**src/include/sq_defines.svh**
```systemverilog
// Shared sizes for the pipelined 16-bit squarer
// Digit width times digit count must equal the operand width
// The result width must hold the full square of the operand
// Latency counts the input register, the weight stages and the resolve stage

`ifndef SQ_DEFINES_SVH
`define SQ_DEFINES_SVH

// Operand and digit split
`define SQ_WIDTH 16
`define SQ_DIGIT_W 4
`define SQ_NUM_DIGITS 4

// One pipeline stage per weight index, 2 * digits - 1
`define SQ_NUM_WEIGHTS 7

// Square and carry-save accumulator width
`define SQ_RESULT_W 32

// Edges from operand_valid sample to square_valid
`define SQ_LATENCY 9

`endif

```
**src/design/sq_pkg.sv**
```systemverilog
// Types shared by the squarer stages
// The operand is written as a raw word and read back as four digits
// Digit a is the most significant, d the least

`include "sq_defines.svh"

package sq_pkg;

   ////////////////////////////////////////
   // Digit view of the operand
   ////////////////////////////////////////

   typedef struct packed {
      logic [`SQ_DIGIT_W-1:0] a;
      logic [`SQ_DIGIT_W-1:0] b;
      logic [`SQ_DIGIT_W-1:0] c;
      logic [`SQ_DIGIT_W-1:0] d;
   } sq_digits_t;

   ////////////////////////////////////////
   // Operand word, raw or split
   ////////////////////////////////////////

   // Top level fills raw, the stages decode digits
   typedef union packed {
      logic [`SQ_WIDTH-1:0] raw;
      sq_digits_t           digits;
   } sq_operand_u;

endpackage

```
**src/design/weight_column_stage.sv**
```systemverilog
// One weight column of the squarer pipeline, one cycle deep
// Adds the digit-pair products whose indices sum to WEIGHT into the
// carry-save accumulator; the words wrap modulo 2**SQ_RESULT_W
// Data registers carry no reset, only the valid bit is cleared

`timescale 1ns/1ps

`include "sq_defines.svh"

module weight_column_stage #(
   parameter int WEIGHT = 0
) (
   input  logic                     Clock,
   input  logic                     arst_n,
   input  logic                     valid,
   input  sq_pkg::sq_operand_u      operand,
   input  logic [`SQ_RESULT_W-1:0]  acc_sum,
   input  logic [`SQ_RESULT_W-1:0]  acc_carry,
   output logic                     next_valid,
   output sq_pkg::sq_operand_u      next_operand,
   output logic [`SQ_RESULT_W-1:0]  next_sum,
   output logic [`SQ_RESULT_W-1:0]  next_carry
);

   import sq_pkg::*;

   // Bit position of this column in the square
   localparam int SHIFT = WEIGHT * `SQ_DIGIT_W;

   sq_digits_t              digits_in;
   logic [`SQ_DIGIT_W-1:0]  digit [`SQ_NUM_DIGITS];
   logic [`SQ_RESULT_W-1:0] term;
   logic [`SQ_RESULT_W-1:0] shifted_term;
   logic [`SQ_RESULT_W-1:0] csa_sum;
   logic [`SQ_RESULT_W-1:0] csa_carry;

   ////////////////////////////////////////
   // Digit decode
   ////////////////////////////////////////

   assign digits_in = operand.digits;

   // Index 0 is the lowest digit
   assign digit[0] = digits_in.d;
   assign digit[1] = digits_in.c;
   assign digit[2] = digits_in.b;
   assign digit[3] = digits_in.a;

   ////////////////////////////////////////
   // Partial products of this weight
   ////////////////////////////////////////

   always_comb
   begin
      term = '0;
      for (int i = 0; i < `SQ_NUM_DIGITS; i++)
      begin
         for (int j = i; j < `SQ_NUM_DIGITS; j++)
         begin
            if (i + j == WEIGHT)
            begin
               // Squares once, cross products twice
               if (i == j)
                  term = term + `SQ_RESULT_W'(digit[i]) * `SQ_RESULT_W'(digit[j]);
               else
                  term = term + ((`SQ_RESULT_W'(digit[i]) * `SQ_RESULT_W'(digit[j])) << 1);
            end
         end
      end
   end

   // Move the term to its column
   assign shifted_term = term << SHIFT;

   ////////////////////////////////////////
   // 3:2 compression
   ////////////////////////////////////////

   assign csa_sum   = shifted_term ^ acc_sum ^ acc_carry;
   assign csa_carry = ((shifted_term & acc_sum)
                     | (shifted_term & acc_carry)
                     | (acc_sum & acc_carry)) << 1;

   ////////////////////////////////////////
   // Stage registers
   ////////////////////////////////////////

   always_ff @(posedge Clock or negedge arst_n)
   begin
      if (!arst_n)
         next_valid <= 1'b0;
      else
         next_valid <= valid;
   end

   // Operand rides along for the later columns
   always_ff @(posedge Clock)
   begin
      next_operand <= operand;
      next_sum     <= csa_sum;
      next_carry   <= csa_carry;
   end

   ////////////////////////////////////////
   // Checks
   ////////////////////////////////////////

   a_valid_known: assert property (
      @(posedge Clock) disable iff (!arst_n)
      !$isunknown(next_valid)
   );

   // A known operand upstream must give known accumulator words here
   a_acc_known: assert property (
      @(posedge Clock) disable iff (!arst_n)
      next_valid |-> !$isunknown({next_sum, next_carry})
   );

endmodule

```
**src/design/carry_resolve_stage.sv**
```systemverilog
// Last stage of the squarer, one cycle deep
// Resolves the carry-save pair with a plain carry-propagate add
// Carry out of the top bit is dropped, the square always fits

`timescale 1ns/1ps

`include "sq_defines.svh"

module carry_resolve_stage (
   input  logic                     Clock,
   input  logic                     arst_n,
   input  logic                     valid,
   input  logic [`SQ_RESULT_W-1:0]  acc_sum,
   input  logic [`SQ_RESULT_W-1:0]  acc_carry,
   output logic                     square_valid,
   output logic [`SQ_RESULT_W-1:0]  square
);

   logic [`SQ_RESULT_W-1:0] resolved;

   // Carry-propagate add
   assign resolved = acc_sum + acc_carry;

   ////////////////////////////////////////
   // Output register
   ////////////////////////////////////////

   always_ff @(posedge Clock or negedge arst_n)
   begin
      if (!arst_n)
         square_valid <= 1'b0;
      else
         square_valid <= valid;
   end

   always_ff @(posedge Clock)
   begin
      square <= resolved;
   end

   ////////////////////////////////////////
   // Checks
   ////////////////////////////////////////

   // Whole pipeline has to deliver a clean word
   a_square_known: assert property (
      @(posedge Clock) disable iff (!arst_n)
      square_valid |-> !$isunknown(square)
   );

endmodule

```
**src/design/squarer_top.sv**
```systemverilog
// Pipelined 16-bit squarer, free-running stream with valid only
// Accepts one operand per cycle, no back-pressure, bubbles pass through
// Result appears SQ_LATENCY edges after the operand is sampled
// Only valid bits are reset, data words start unknown

`timescale 1ns/1ps

`include "sq_defines.svh"

module squarer_top (
   input  logic                     Clock,
   input  logic                     arst_n,
   input  logic                     operand_valid,
   input  logic [`SQ_WIDTH-1:0]     operand,
   output logic                     square_valid,
   output logic [`SQ_RESULT_W-1:0]  square
);

   import sq_pkg::*;

   // Input register
   logic        in_valid;
   sq_operand_u in_operand;

   // Stage boundaries, entry 0 feeds the first column
   logic                    valid_pipe [0:`SQ_NUM_WEIGHTS];
   sq_operand_u             op_pipe    [0:`SQ_NUM_WEIGHTS];
   logic [`SQ_RESULT_W-1:0] sum_pipe   [0:`SQ_NUM_WEIGHTS];
   logic [`SQ_RESULT_W-1:0] carry_pipe [0:`SQ_NUM_WEIGHTS];

   ////////////////////////////////////////
   // Input register
   ////////////////////////////////////////

   always_ff @(posedge Clock or negedge arst_n)
   begin
      if (!arst_n)
         in_valid <= 1'b0;
      else
         in_valid <= operand_valid;
   end

   always_ff @(posedge Clock)
   begin
      in_operand.raw <= operand;
   end

   assign valid_pipe[0] = in_valid;
   assign op_pipe[0]    = in_operand;

   // Accumulator starts empty
   assign sum_pipe[0]   = '0;
   assign carry_pipe[0] = '0;

   ////////////////////////////////////////
   // Weight columns 0 to 6
   ////////////////////////////////////////

   genvar k;
   generate
      for (k = 0; k < `SQ_NUM_WEIGHTS; k++)
      begin : g_weight
         weight_column_stage #(
            .WEIGHT(k)
         ) u_stage (
            .Clock        (Clock),
            .arst_n       (arst_n),
            .valid        (valid_pipe[k]),
            .operand      (op_pipe[k]),
            .acc_sum      (sum_pipe[k]),
            .acc_carry    (carry_pipe[k]),
            .next_valid   (valid_pipe[k+1]),
            .next_operand (op_pipe[k+1]),
            .next_sum     (sum_pipe[k+1]),
            .next_carry   (carry_pipe[k+1])
         );
      end
   endgenerate

   ////////////////////////////////////////
   // Final carry-propagate stage
   ////////////////////////////////////////

   carry_resolve_stage u_resolve (
      .Clock        (Clock),
      .arst_n       (arst_n),
      .valid        (valid_pipe[`SQ_NUM_WEIGHTS]),
      .acc_sum      (sum_pipe[`SQ_NUM_WEIGHTS]),
      .acc_carry    (carry_pipe[`SQ_NUM_WEIGHTS]),
      .square_valid (square_valid),
      .square       (square)
   );

   ////////////////////////////////////////
   // Checks
   ////////////////////////////////////////

   // Unknown bits here would spread through every column
   a_operand_known: assert property (
      @(posedge Clock) disable iff (!arst_n)
      operand_valid |-> !$isunknown(operand)
   );

endmodule

```
**config.mk**
```make
export PLATFORM = sky130hd
export DESIGN_NAME = squarer_top
export DESIGN_NICKNAME = d
export VERILOG_FILES = /design/src/design/sq_pkg.sv /design/src/design/weight_column_stage.sv /design/src/design/carry_resolve_stage.sv /design/src/design/squarer_top.sv
export VERILOG_INCLUDE_DIRS = /design/src /design/src/include
export SDC_FILE = /design/constraint.sdc
export NUM_CORES = 1
export LEC_CHECK = 0
export ABC_AREA = 1
export ABC_CLOCK_PERIOD_IN_PS = 6800
export BUFFER_PORTS_ARGS = -buffer_cell sky130_fd_sc_hd__clkbuf_2
export CORE_MARGIN = 3
export CORE_UTILIZATION = 30
export CTS_CLUSTER_SIZE = 25
export DETAILED_ROUTE_END_ITERATION = 6
export PLACE_DENSITY = 0.4
export SLEW_MARGIN = 10
export SYNTH_ARGS = -nofsm -noshare
export SYNTH_HDL_FRONTEND = slang
export SYNTH_HIERARCHICAL = 1
export SYNTH_SLANG_ARGS = --single-unit
export TNS_END_PERCENT = 100
```
**constraint.sdc**
```tcl
create_clock -name Clock -period 6.8 [get_ports Clock]
set_input_delay 0.34 -clock Clock [delete_from_list [all_inputs] [get_ports Clock]]
set_output_delay 0.34 -clock Clock [all_outputs]
set_load 0.1 [all_outputs]
```
==> results.cfg, run 1 <==
[power]
finalPower_mw = 11.2
leakage_nw = 14.4
ir_drop_uv = 174
power_density_mw_per_mm2 = 425

[routing]
drcViolationCount = 0
viasPerCell = 3.83
wl_per_cell_um = 10.7
postRouteAntennaNets = 0
dr.pass1.iters = 5
drt_iter0_markers = 473
dr_total_vias = 13100
wl_um = 36800

[worst_setup_path]
crit_family = adder cells
crit_top_cell = nand2_1
startpoint = g_weight[1].u_stage/next_operand[11]
worstSetupStartpointType = flip-flop
max_stage_delay_ps = 560
critPathRequiredTime_ps = 7270
path_max_fanout = 5
crit_chain = nand2_1, fa_1, inv_1, fa_1, inv_1, fa_1, nand3b_1, nand2_1, xor2_1, ha_1, ha_1, nand2_1, nor2_1, nand2_1, nand4_1, nand2_1, fa_1, inv_1
crit_arrival_ps = 4750
cpMaxStageDelayCell = fa_1
critPathKind = flip-flop to flip-flop
reg2reg_from = g_weight[1].u_stage/next_operand[11]
setup.worst_path.end_class = flip-flop
path_buf_inv = 3

[timing]
setup_tns_ps = 0
slew_headroom = 0.633
finalSetupViolCount = 0
grt_setup_unrepaired = no
timing.final.max_slew_violations = 0
fin_crit_sh = 0.630
worst_pin_slew_ps = 552
finalWorstPathRequiredPeriod_ps = 4290
final_hold_viol_count = 0
timing.fmax_mhz = 233
finClkSkew_ps = 11.3
hold_ws_ps = 155
fin_ws_ps = 2510

[clock_tree]
clkTransAtPathRegs_ps = 50
numCtsBuffers = 66
postCtsSetupBuffers = 0
cts_tree = done
cts_max_path_buffers = 3
cts_root_buf = clkbuf_16
cts_num_sinks = 570
htreeDepth = 3
clk_latency_ps = 570

[floorplan]
io_pins = 52
die_area_sq_mm = 0.0783
initial_utilization = 0.306
rows = 99
die_w_um = 280
die_h_um = 280
core_area_sq_mm = 0.0736

[global_routing]
grt-ovfl-total = 0
grt_pass1_vias = 13500
antenna_found_initial = 1
grt_max_degree = 14
track_usage = 0.100
grt_pass1_wl_um = 63800

[synth]
syn_avg_cell_area_sq_um = 10.0
synthesis.area_sq_mm = 0.0225
syn_inst = 2239
yosysWarnings = 6

[worst_hold_path]
holdCritPathClass = primary input to async pin

[placement]
dp_hpwl_um = 28900
postPlaceCellArea_sq_mm = 0.0241
port_buffers = 51
dpl_worst_slack_ps = 2500
gp_congestion = 0.778

[final_layout]
nets = 2837
fill_cells = 7460
diodes = 0
drive_gt1_frac = 0.0840
area.growth.synth_to_final_pct = 17.7
final_cell_area_sq_mm = 0.0265

[status]
outcome = completed

[run]
drv_cap = 0
state kept, by name, summed over array words and instances (netlist names):
| register | count |
|---|---|
| g_weight.u_stage/next_carry | 217 |
| g_weight.u_stage/next_operand | 72 |
| g_weight.u_stage/next_sum | 224 |
| g_weight.u_stage/next_valid | 7 |
| in_operand | 16 |
| in_valid | 1 |
| u_resolve/square | 32 |
| u_resolve/square_valid | 1 |
repair_timing:
action | CTS | global route
hold buffers | 18 | 0
hold endpoints to repair | 26 | 0
resized for setup | 0 | 0
worst paths after layout:
path                                                             end  slack (ps)  cells after the start
min in group Clock              g_weight[1].u_stage/next_operand[10]         320                      0
max in group asynchronous             g_weight[5].u_stage/next_valid        6460                      2
worst max register to register      g_weight[2].u_stage/next_sum[16]        2510                     18
worst min-delay path                                        in_valid         150                      2
worst max-delay path                g_weight[2].u_stage/next_sum[16]        2510                     18
worst min register to register  g_weight[1].u_stage/next_operand[10]         320                      0
layout by cell type (no fill, tap or decap), drive strengths merged:
cell type / instances
nor3: 7
nand3b: 4
dfxtp: 561
a21oi: 43
clkbuf: 138
or2: 3
o21bai: 4
inv: 519
clkinv: 15
ha: 296
nand2: 477
nor2: 74
fa: 92
conb: 71
xor2: 35
xnor2: 18
o21ai: 1
nand4: 11
bufinv: 5
dfrtp: 9
clkinvlp: 6
nand3: 67
a21o: 3
dlygate4sd3: 18
area by class of cell:
class | count | area [sq um] | share of cell area
clock buffers | 87 | 1860 | 0.0704
inverters | 517 | 1940 | 0.0733
well taps | 959 | 1200 | 0.0453
multi-input cells | 1206 | 9270 | 0.350
clock inverters | 28 | 307 | 0.0116
repair buffers | 69 | 435 | 0.0165
flip-flops and latches | 570 | 11500 | 0.433
layer usage:
layer  track usage  wire, um
met1         0.134     18300
met2         0.159     15800
met3        0.0237      1420
met4        0.0358      1210
met5             0         0
report_power, final:
| group | internal (mW) | switching [mW] |
|---|---|---|
| registers | 4.27 | 0.297 |
| clock network | 2.12 | 1.33 |
| logic | 0.978 | 2.25 |
through the flow:
| step | utilization | instances |
|---|---|---|
| CTS | 0.360 | 3436 |
| floorplan | - | 2302 |
| detailed placement | 0.328 | 3303 |
| global placement | 0.328 | 3303 |
| finish | 0.360 | 3436 |
| global route | 0.360 | 3436 |
Note: power is estimated with default switching activity, not from simulation.
==> run 2: changes to the inputs <==
--- a/config.mk
+++ b/config.mk
@@ -6,8 +6,8 @@
 export SDC_FILE = /design/constraint.sdc
 export NUM_CORES = 1
 export LEC_CHECK = 0
-export ABC_AREA = 1
-export ABC_CLOCK_PERIOD_IN_PS = 6800
+export ABC_AREA = 0
+export ABC_CLOCK_PERIOD_IN_PS = 4430
 export BUFFER_PORTS_ARGS = -buffer_cell sky130_fd_sc_hd__clkbuf_2
 export CORE_MARGIN = 3
 export CORE_UTILIZATION = 30
==> constraint.sdc (replaced) <==
create_clock -name Clock -period 4.43 [get_ports Clock]
set_input_delay 0.2215 -clock Clock [delete_from_list [all_inputs] [get_ports Clock]]
set_output_delay 0.2215 -clock Clock [all_outputs]
set_load 0.1 [all_outputs]
==> run 2 against run 1 <==
Synthesized cell count fell by 23%; count of clock-buffer cells in the layout grew 3; non-clock buffer count up 9; combinational power rose by 43%; die area is 5.3% lower; routed wire length is 10% lower; largest cell class unchanged; largest power group unchanged.
==> results.cfg, run 2 <==
[placement]
dp_hpwl_um = 25100
gp_congestion = 0.767
dp_cells = 2762
dpl_worst_slack_ps = 5.64
port_buffers = 51
postPlaceCellArea_sq_mm = 0.0229

[routing]
drcViolationCount = 0
postRouteAntennaNets = 0
wl_um = 32900
dr_total_vias = 11200
dr.pass1.iters = 4
viasPerCell = 3.86
drt_iter0_markers = 370
wl_per_cell_um = 11.4

[timing]
final_hold_viol_count = 0
hold_ws_ps = 244
grt_setup_unrepaired = yes
worst_pin_slew_ps = 586
finClkSkew_ps = 9.54
fin_crit_sh = 0.976
timing.final.max_slew_violations = 0
timing.fmax_mhz = 231
fin_ws_ps = 107
slew_headroom = 0.606
finalSetupViolCount = 0
finalWorstPathRequiredPeriod_ps = 4320

[final_layout]
most-common-layout-cells = dfxtp_1, ha_1, inv_1, and2_1, fa_1
largest-register = g_weight.u_stage/next_sum
fin_cells = 2892
nets = 2320
final_cell_area_sq_mm = 0.0252
diodes = 0
drive_gt1_frac = 0.103
reg_top3 = g_weight.u_stage/next_sum x224, g_weight.u_stage/next_carry x217, g_weight.u_stage/next_operand x72
layout_commonest_cell = dfxtp_1
largest_reg_flops = 224
area.growth.synth_to_final_pct = 18.5

[floorplan]
die_w_um = 272
io_pins = 52
core_area_sq_mm = 0.0694
die_h_um = 272
die_area_sq_mm = 0.0741
rows = 96
initial_utilization = 0.306

[worst_setup_path]
crit_arrival_ps = 4880
setup.worst_path.end_class = flip-flop
reg2reg_to = g_weight[2].u_stage/next_sum[16]
critPathKind = flip-flop to flip-flop
critPathRequiredTime_ps = 4980
startpoint = g_weight[1].u_stage/next_operand[11]
worstSetupStartpointType = flip-flop
ff2ff_path_depth = 15
rrSetupSlack_ps = 110
reg2reg_from = g_weight[1].u_stage/next_operand[11]
path_max_fanout = 2

[power]
clockPowerShare = 0.302
power_density_mw_per_mm2 = 662
swShare = 0.332
p_seq_frac = 0.422
leakage_nw = 12.3
p_int_mw = 11.1
ir_drop_uv = 460
p_sw_mw = 5.54
p_comb_frac = 0.277
finalPower_mw = 16.7

[worst_hold_path]
hp-start = operand[1]
holdCritPathClass = primary input to flip-flop
hold_depth = 2
min_to = in_operand[1]

[clock_tree]
clk_latency_ps = 610
numCtsBuffers = 61
postCtsSetupBuffers = 0
htreeDepth = 2
cts_root_buf = clkbuf_16
cts_num_sinks = 570
cts_max_path_buffers = 3
clkTransAtPathRegs_ps = 60
cts_tree = done

[synth]
yosysWarnings = 6
syn_inst = 1723
syn_avg_cell_area_sq_um = 12.3
synthesis.area_sq_mm = 0.0213

[global_routing]
grt_pass1_wl_um = 56900
track_usage = 0.0935
antenna_found_initial = 0
grt_max_degree = 17
grt_pass1_vias = 11900
grt-ovfl-total = 0

[status]
outcome = completed

[run]
drv_cap = 0
-- run 2: layout make-up --
cell class                      count  area (sq um)
Clock buffer                       90          1800
Inverter                          268          1010
Multi-Input combinational cell    934          8980
Fill cell                        6959         44200
Clock inverter                     21           267
Sequential cell                   570         11500
Timing Repair Buffer               78           505
Tap cell                          931          1160
-- run 2: critical path, stage by stage (launching register included) --
cell and delay, ps:
dfxtp_1 320, nand2_1 90, fa_1 540, inv_1 60, fa_1 580, inv_1 70, fa_1 530, inv_1 50
fa_1 510, ha_1 360, a211oi_2 210, o21bai_1 90, a21oi_1 180, xor2_1 190, fa_1 430, inv_1 50
-- run 2: worst max path at each step --
stage	slack (ps)	to	depth (start not counted)
2_1_floorplan	190	g_weight[2].u_stage/next_sum[17]	15
3_3_place_gp	20	g_weight[2].u_stage/next_sum[17]	15
3_5_place_dp	6	g_weight[2].u_stage/next_sum[17]	15
4_1_cts	5	g_weight[2].u_stage/next_sum[17]	15
5_1_grt	-8	g_weight[2].u_stage/next_sum[16]	15
6_report	110	g_weight[2].u_stage/next_sum[16]	15
-- run 2: through the flow --
stage           util  setup TNS (ps)
4_1_cts        0.362               0
6_report       0.363               0
3_3_place_gp   0.330               0
5_1_grt        0.363           -11.0
3_5_place_dp   0.330               0
2_1_floorplan      -               0
-- run 2: timing repair --
item / 4_1_cts / 5_1_grt
hold buffers: 19 / 0
setup endpoints to repair: 0 / 6
resized for setup: 0 / 14
endpoints found under the hold margin: 26 / 0
-- run 2: power groups by stage --
stage	Clock, mW	Combinational, mW	Sequential [mW]
2_1_floorplan	0	2.52	8.13
3_3_place_gp	0	4.68	7.18
3_5_place_dp	0	4.66	7.18
4_1_cts	5.28	4.73	7.08
5_1_grt	5.49	5.30	7.19
6_report	5.03	4.62	7.03
-- run 2: layer usage --
metal,part of all wire,vias up,GRT usage
li1,-,5841,-
met1,0.50,5138,0.125
met2,0.43,125,0.145
met3,0.043,67,0.0243
met4,0.031,0,0.0352
met5,0,-,0
==> run 3: changes to the inputs <==
--- a/config.mk
+++ b/config.mk
@@ -13,7 +13,7 @@
 export CORE_UTILIZATION = 30
 export CTS_CLUSTER_SIZE = 25
 export DETAILED_ROUTE_END_ITERATION = 6
-export PLACE_DENSITY = 0.4
+export PLACE_DENSITY = 0.5
 export SLEW_MARGIN = 10
 export SYNTH_ARGS = -nofsm -noshare
 export SYNTH_HDL_FRONTEND = slang
==> run 3 against run 2 <==
Global-route usage decreased by 0.40 points; design area increased by 0.97%; critical path depth unchanged; sequential share of layout area decreased by 0.43 points; utilization increased by 0.35 points; first-iteration DRC count decreased by 15%; fmax increased by 1.8%; hold slack improved by 36 ps; clock power increased by 11%; clock skew increased by 7.5 ps; sequential power about the same; critical path type unchanged; largest cell class unchanged; largest power group unchanged.
==> results.cfg, run 3 (synthesis gave the netlist of run 2 again) <==
[power]
ir_drop_uv = 425
leakage_nw = 12.4
power_density_mw_per_mm2 = 676
finalPower_mw = 17.2

[worst_hold_path]
holdCritPathClass = primary input to flip-flop
min_to = in_operand[15]
hp-start = operand[15]
hold_depth = 2

[worst_setup_path]
path_buf_inv = 4
crit_arrival_ps = 4710
setup.worst_path.end_class = flip-flop
cpMaxStageDelayCell = fa_2
startpoint = g_weight[1].u_stage/next_operand[2]
crit_family = adder cells
crit_chain = nand2_1, fa_1, inv_1, fa_1, inv_1, fa_1, inv_1, fa_2, ha_1, a211oi_2, o21bai_1, a21oi_2, xor2_1, fa_1, inv_1
reg2reg_from = g_weight[1].u_stage/next_operand[2]
max_stage_delay_ps = 560
rrSetupSlack_ps = 180
path_max_fanout = 5
worstSetupStartpointType = flip-flop
ff2ff_path_depth = 15
critPathRequiredTime_ps = 4900
critPathKind = flip-flop to flip-flop
reg2reg_to = g_weight[2].u_stage/next_sum[16]

[placement]
port_buffers = 51
dpl_worst_slack_ps = -15.0
gp_congestion = 0.815
dp_hpwl_um = 23400

[final_layout]
most-common-layout-cells = dfxtp_1, ha_1, inv_1, and2_1, fa_1
largest-register = g_weight.u_stage/next_sum
largest_reg_flops = 224
nets = 2323
area.growth.synth_to_final_pct = 19.6
drive_gt1_frac = 0.106
reg_top3 = g_weight.u_stage/next_sum x224, g_weight.u_stage/next_carry x217, g_weight.u_stage/next_operand x72
diodes = 0
layout_commonest_cell = dfxtp_1

[routing]
dr_total_vias = 11100
wl_um = 31000
viasPerCell = 3.84
dr.pass1.iters = 6
drt_iter0_markers = 315
wl_per_cell_um = 10.7
postRouteAntennaNets = 0
drcViolationCount = 0

[timing]
timing.final.max_slew_violations = 0
finalWorstPathRequiredPeriod_ps = 4250
fin_ws_ps = 185
slew_headroom = 0.604
timing.fmax_mhz = 236
finClkSkew_ps = 17.1
grt_setup_unrepaired = yes
fin_crit_sh = 0.958
worst_pin_slew_ps = 596
finalSetupViolCount = 0
final_hold_viol_count = 0

[clock_tree]
postCtsSetupBuffers = 0
cts_tree = done
htreeDepth = 3
numCtsBuffers = 66
clk_latency_ps = 580
clkTransAtPathRegs_ps = 50
cts_max_path_buffers = 3
cts_num_sinks = 570
cts_root_buf = clkbuf_16

[floorplan]
die_area_sq_mm = 0.0741
core_area_sq_mm = 0.0694
io_pins = 52
rows = 96
die_w_um = 272
die_h_um = 272
initial_utilization = 0.306

[global_routing]
antenna_found_initial = 0
track_usage = 0.0895
grt_max_degree = 14
grt_pass1_wl_um = 54600
grt-ovfl-total = 0
grt_pass1_vias = 11600

[run]
drv_cap = 0

[status]
outcome = completed
-- run 3: changes by cell type in the layout (fill, tap and decap cells not counted), sizes merged --
cell,before,now
buf,8,6
bufinv,4,9
clkbuf,141,145
clkinv,13,10
inv,268,273
-- run 3: what timing repair did --
item / CTS / global route
hold endpoints to repair: 26 / 0
resized for setup: 2 / 14
setup endpoints to repair: 1 / 8
hold buffers: 19 / 0
pin swaps: 0 / 7
-- run 3: worst max-delay path by stage --
stage | endpoint | slack [ps] | cells after the start
3_5_place_dp | g_weight[2].u_stage/next_sum[17] | -10 | 15
2_1_floorplan | g_weight[2].u_stage/next_sum[17] | 190 | 15
4_1_cts | g_weight[2].u_stage/next_sum[17] | 30 | 15
6_report | g_weight[2].u_stage/next_sum[16] | 180 | 15
5_1_grt | g_weight[2].u_stage/next_sum[16] | -10 | 15
3_3_place_gp | g_weight[2].u_stage/next_sum[17] | 40 | 15
-- run 3: power breakdown --
| part | internal, mW | total [mW] | leakage, nW | switching [mW] |
|---|---|---|---|---|
| sequential | 6.56 | 7.02 | 4.80 | 0.462 |
| combinational | 1.55 | 4.58 | 6.50 | 3.04 |
| clock | 3.54 | 5.59 | 1.13 | 2.06 |
-- run 3: layout make-up --
cell class | instances | area, sq um
sequential | 570 | 11500
fill | 6809 | 44000
multi-input combinational | 934 | 8990
clock buffer | 94 | 1900
inverter | 268 | 1010
clock inverter | 28 | 417
timing repair buffer | 76 | 490
tap | 931 | 1160
-- run 3: routing by layer --
layer,wire [um],track usage,vias to the layer above
li1,-,-,5862
met1,15700,0.119,5062
met2,13200,0.137,142
met3,1150,0.0223,76
met4,996,0.0385,0
met5,0,0,-
-- run 3: stage by stage --
| step | TNS (ps) | hold slack (ps) | instances | cell area (sq um) | utilization |
|---|---|---|---|---|---|
| after floorplan | 0 | -74.1 | 1786 | 21500 | - |
| after global placement | 0 | 76.0 | 2760 | 22900 | 0.330 |
| after detailed placement | -15.0 | 82.1 | 2760 | 22900 | 0.330 |
| after CTS | 0 | 233 | 2901 | 25400 | 0.366 |
| after global routing | -18.3 | 253 | 2901 | 25400 | 0.366 |
| final | 0 | 280 | 2901 | 25400 | 0.366 |
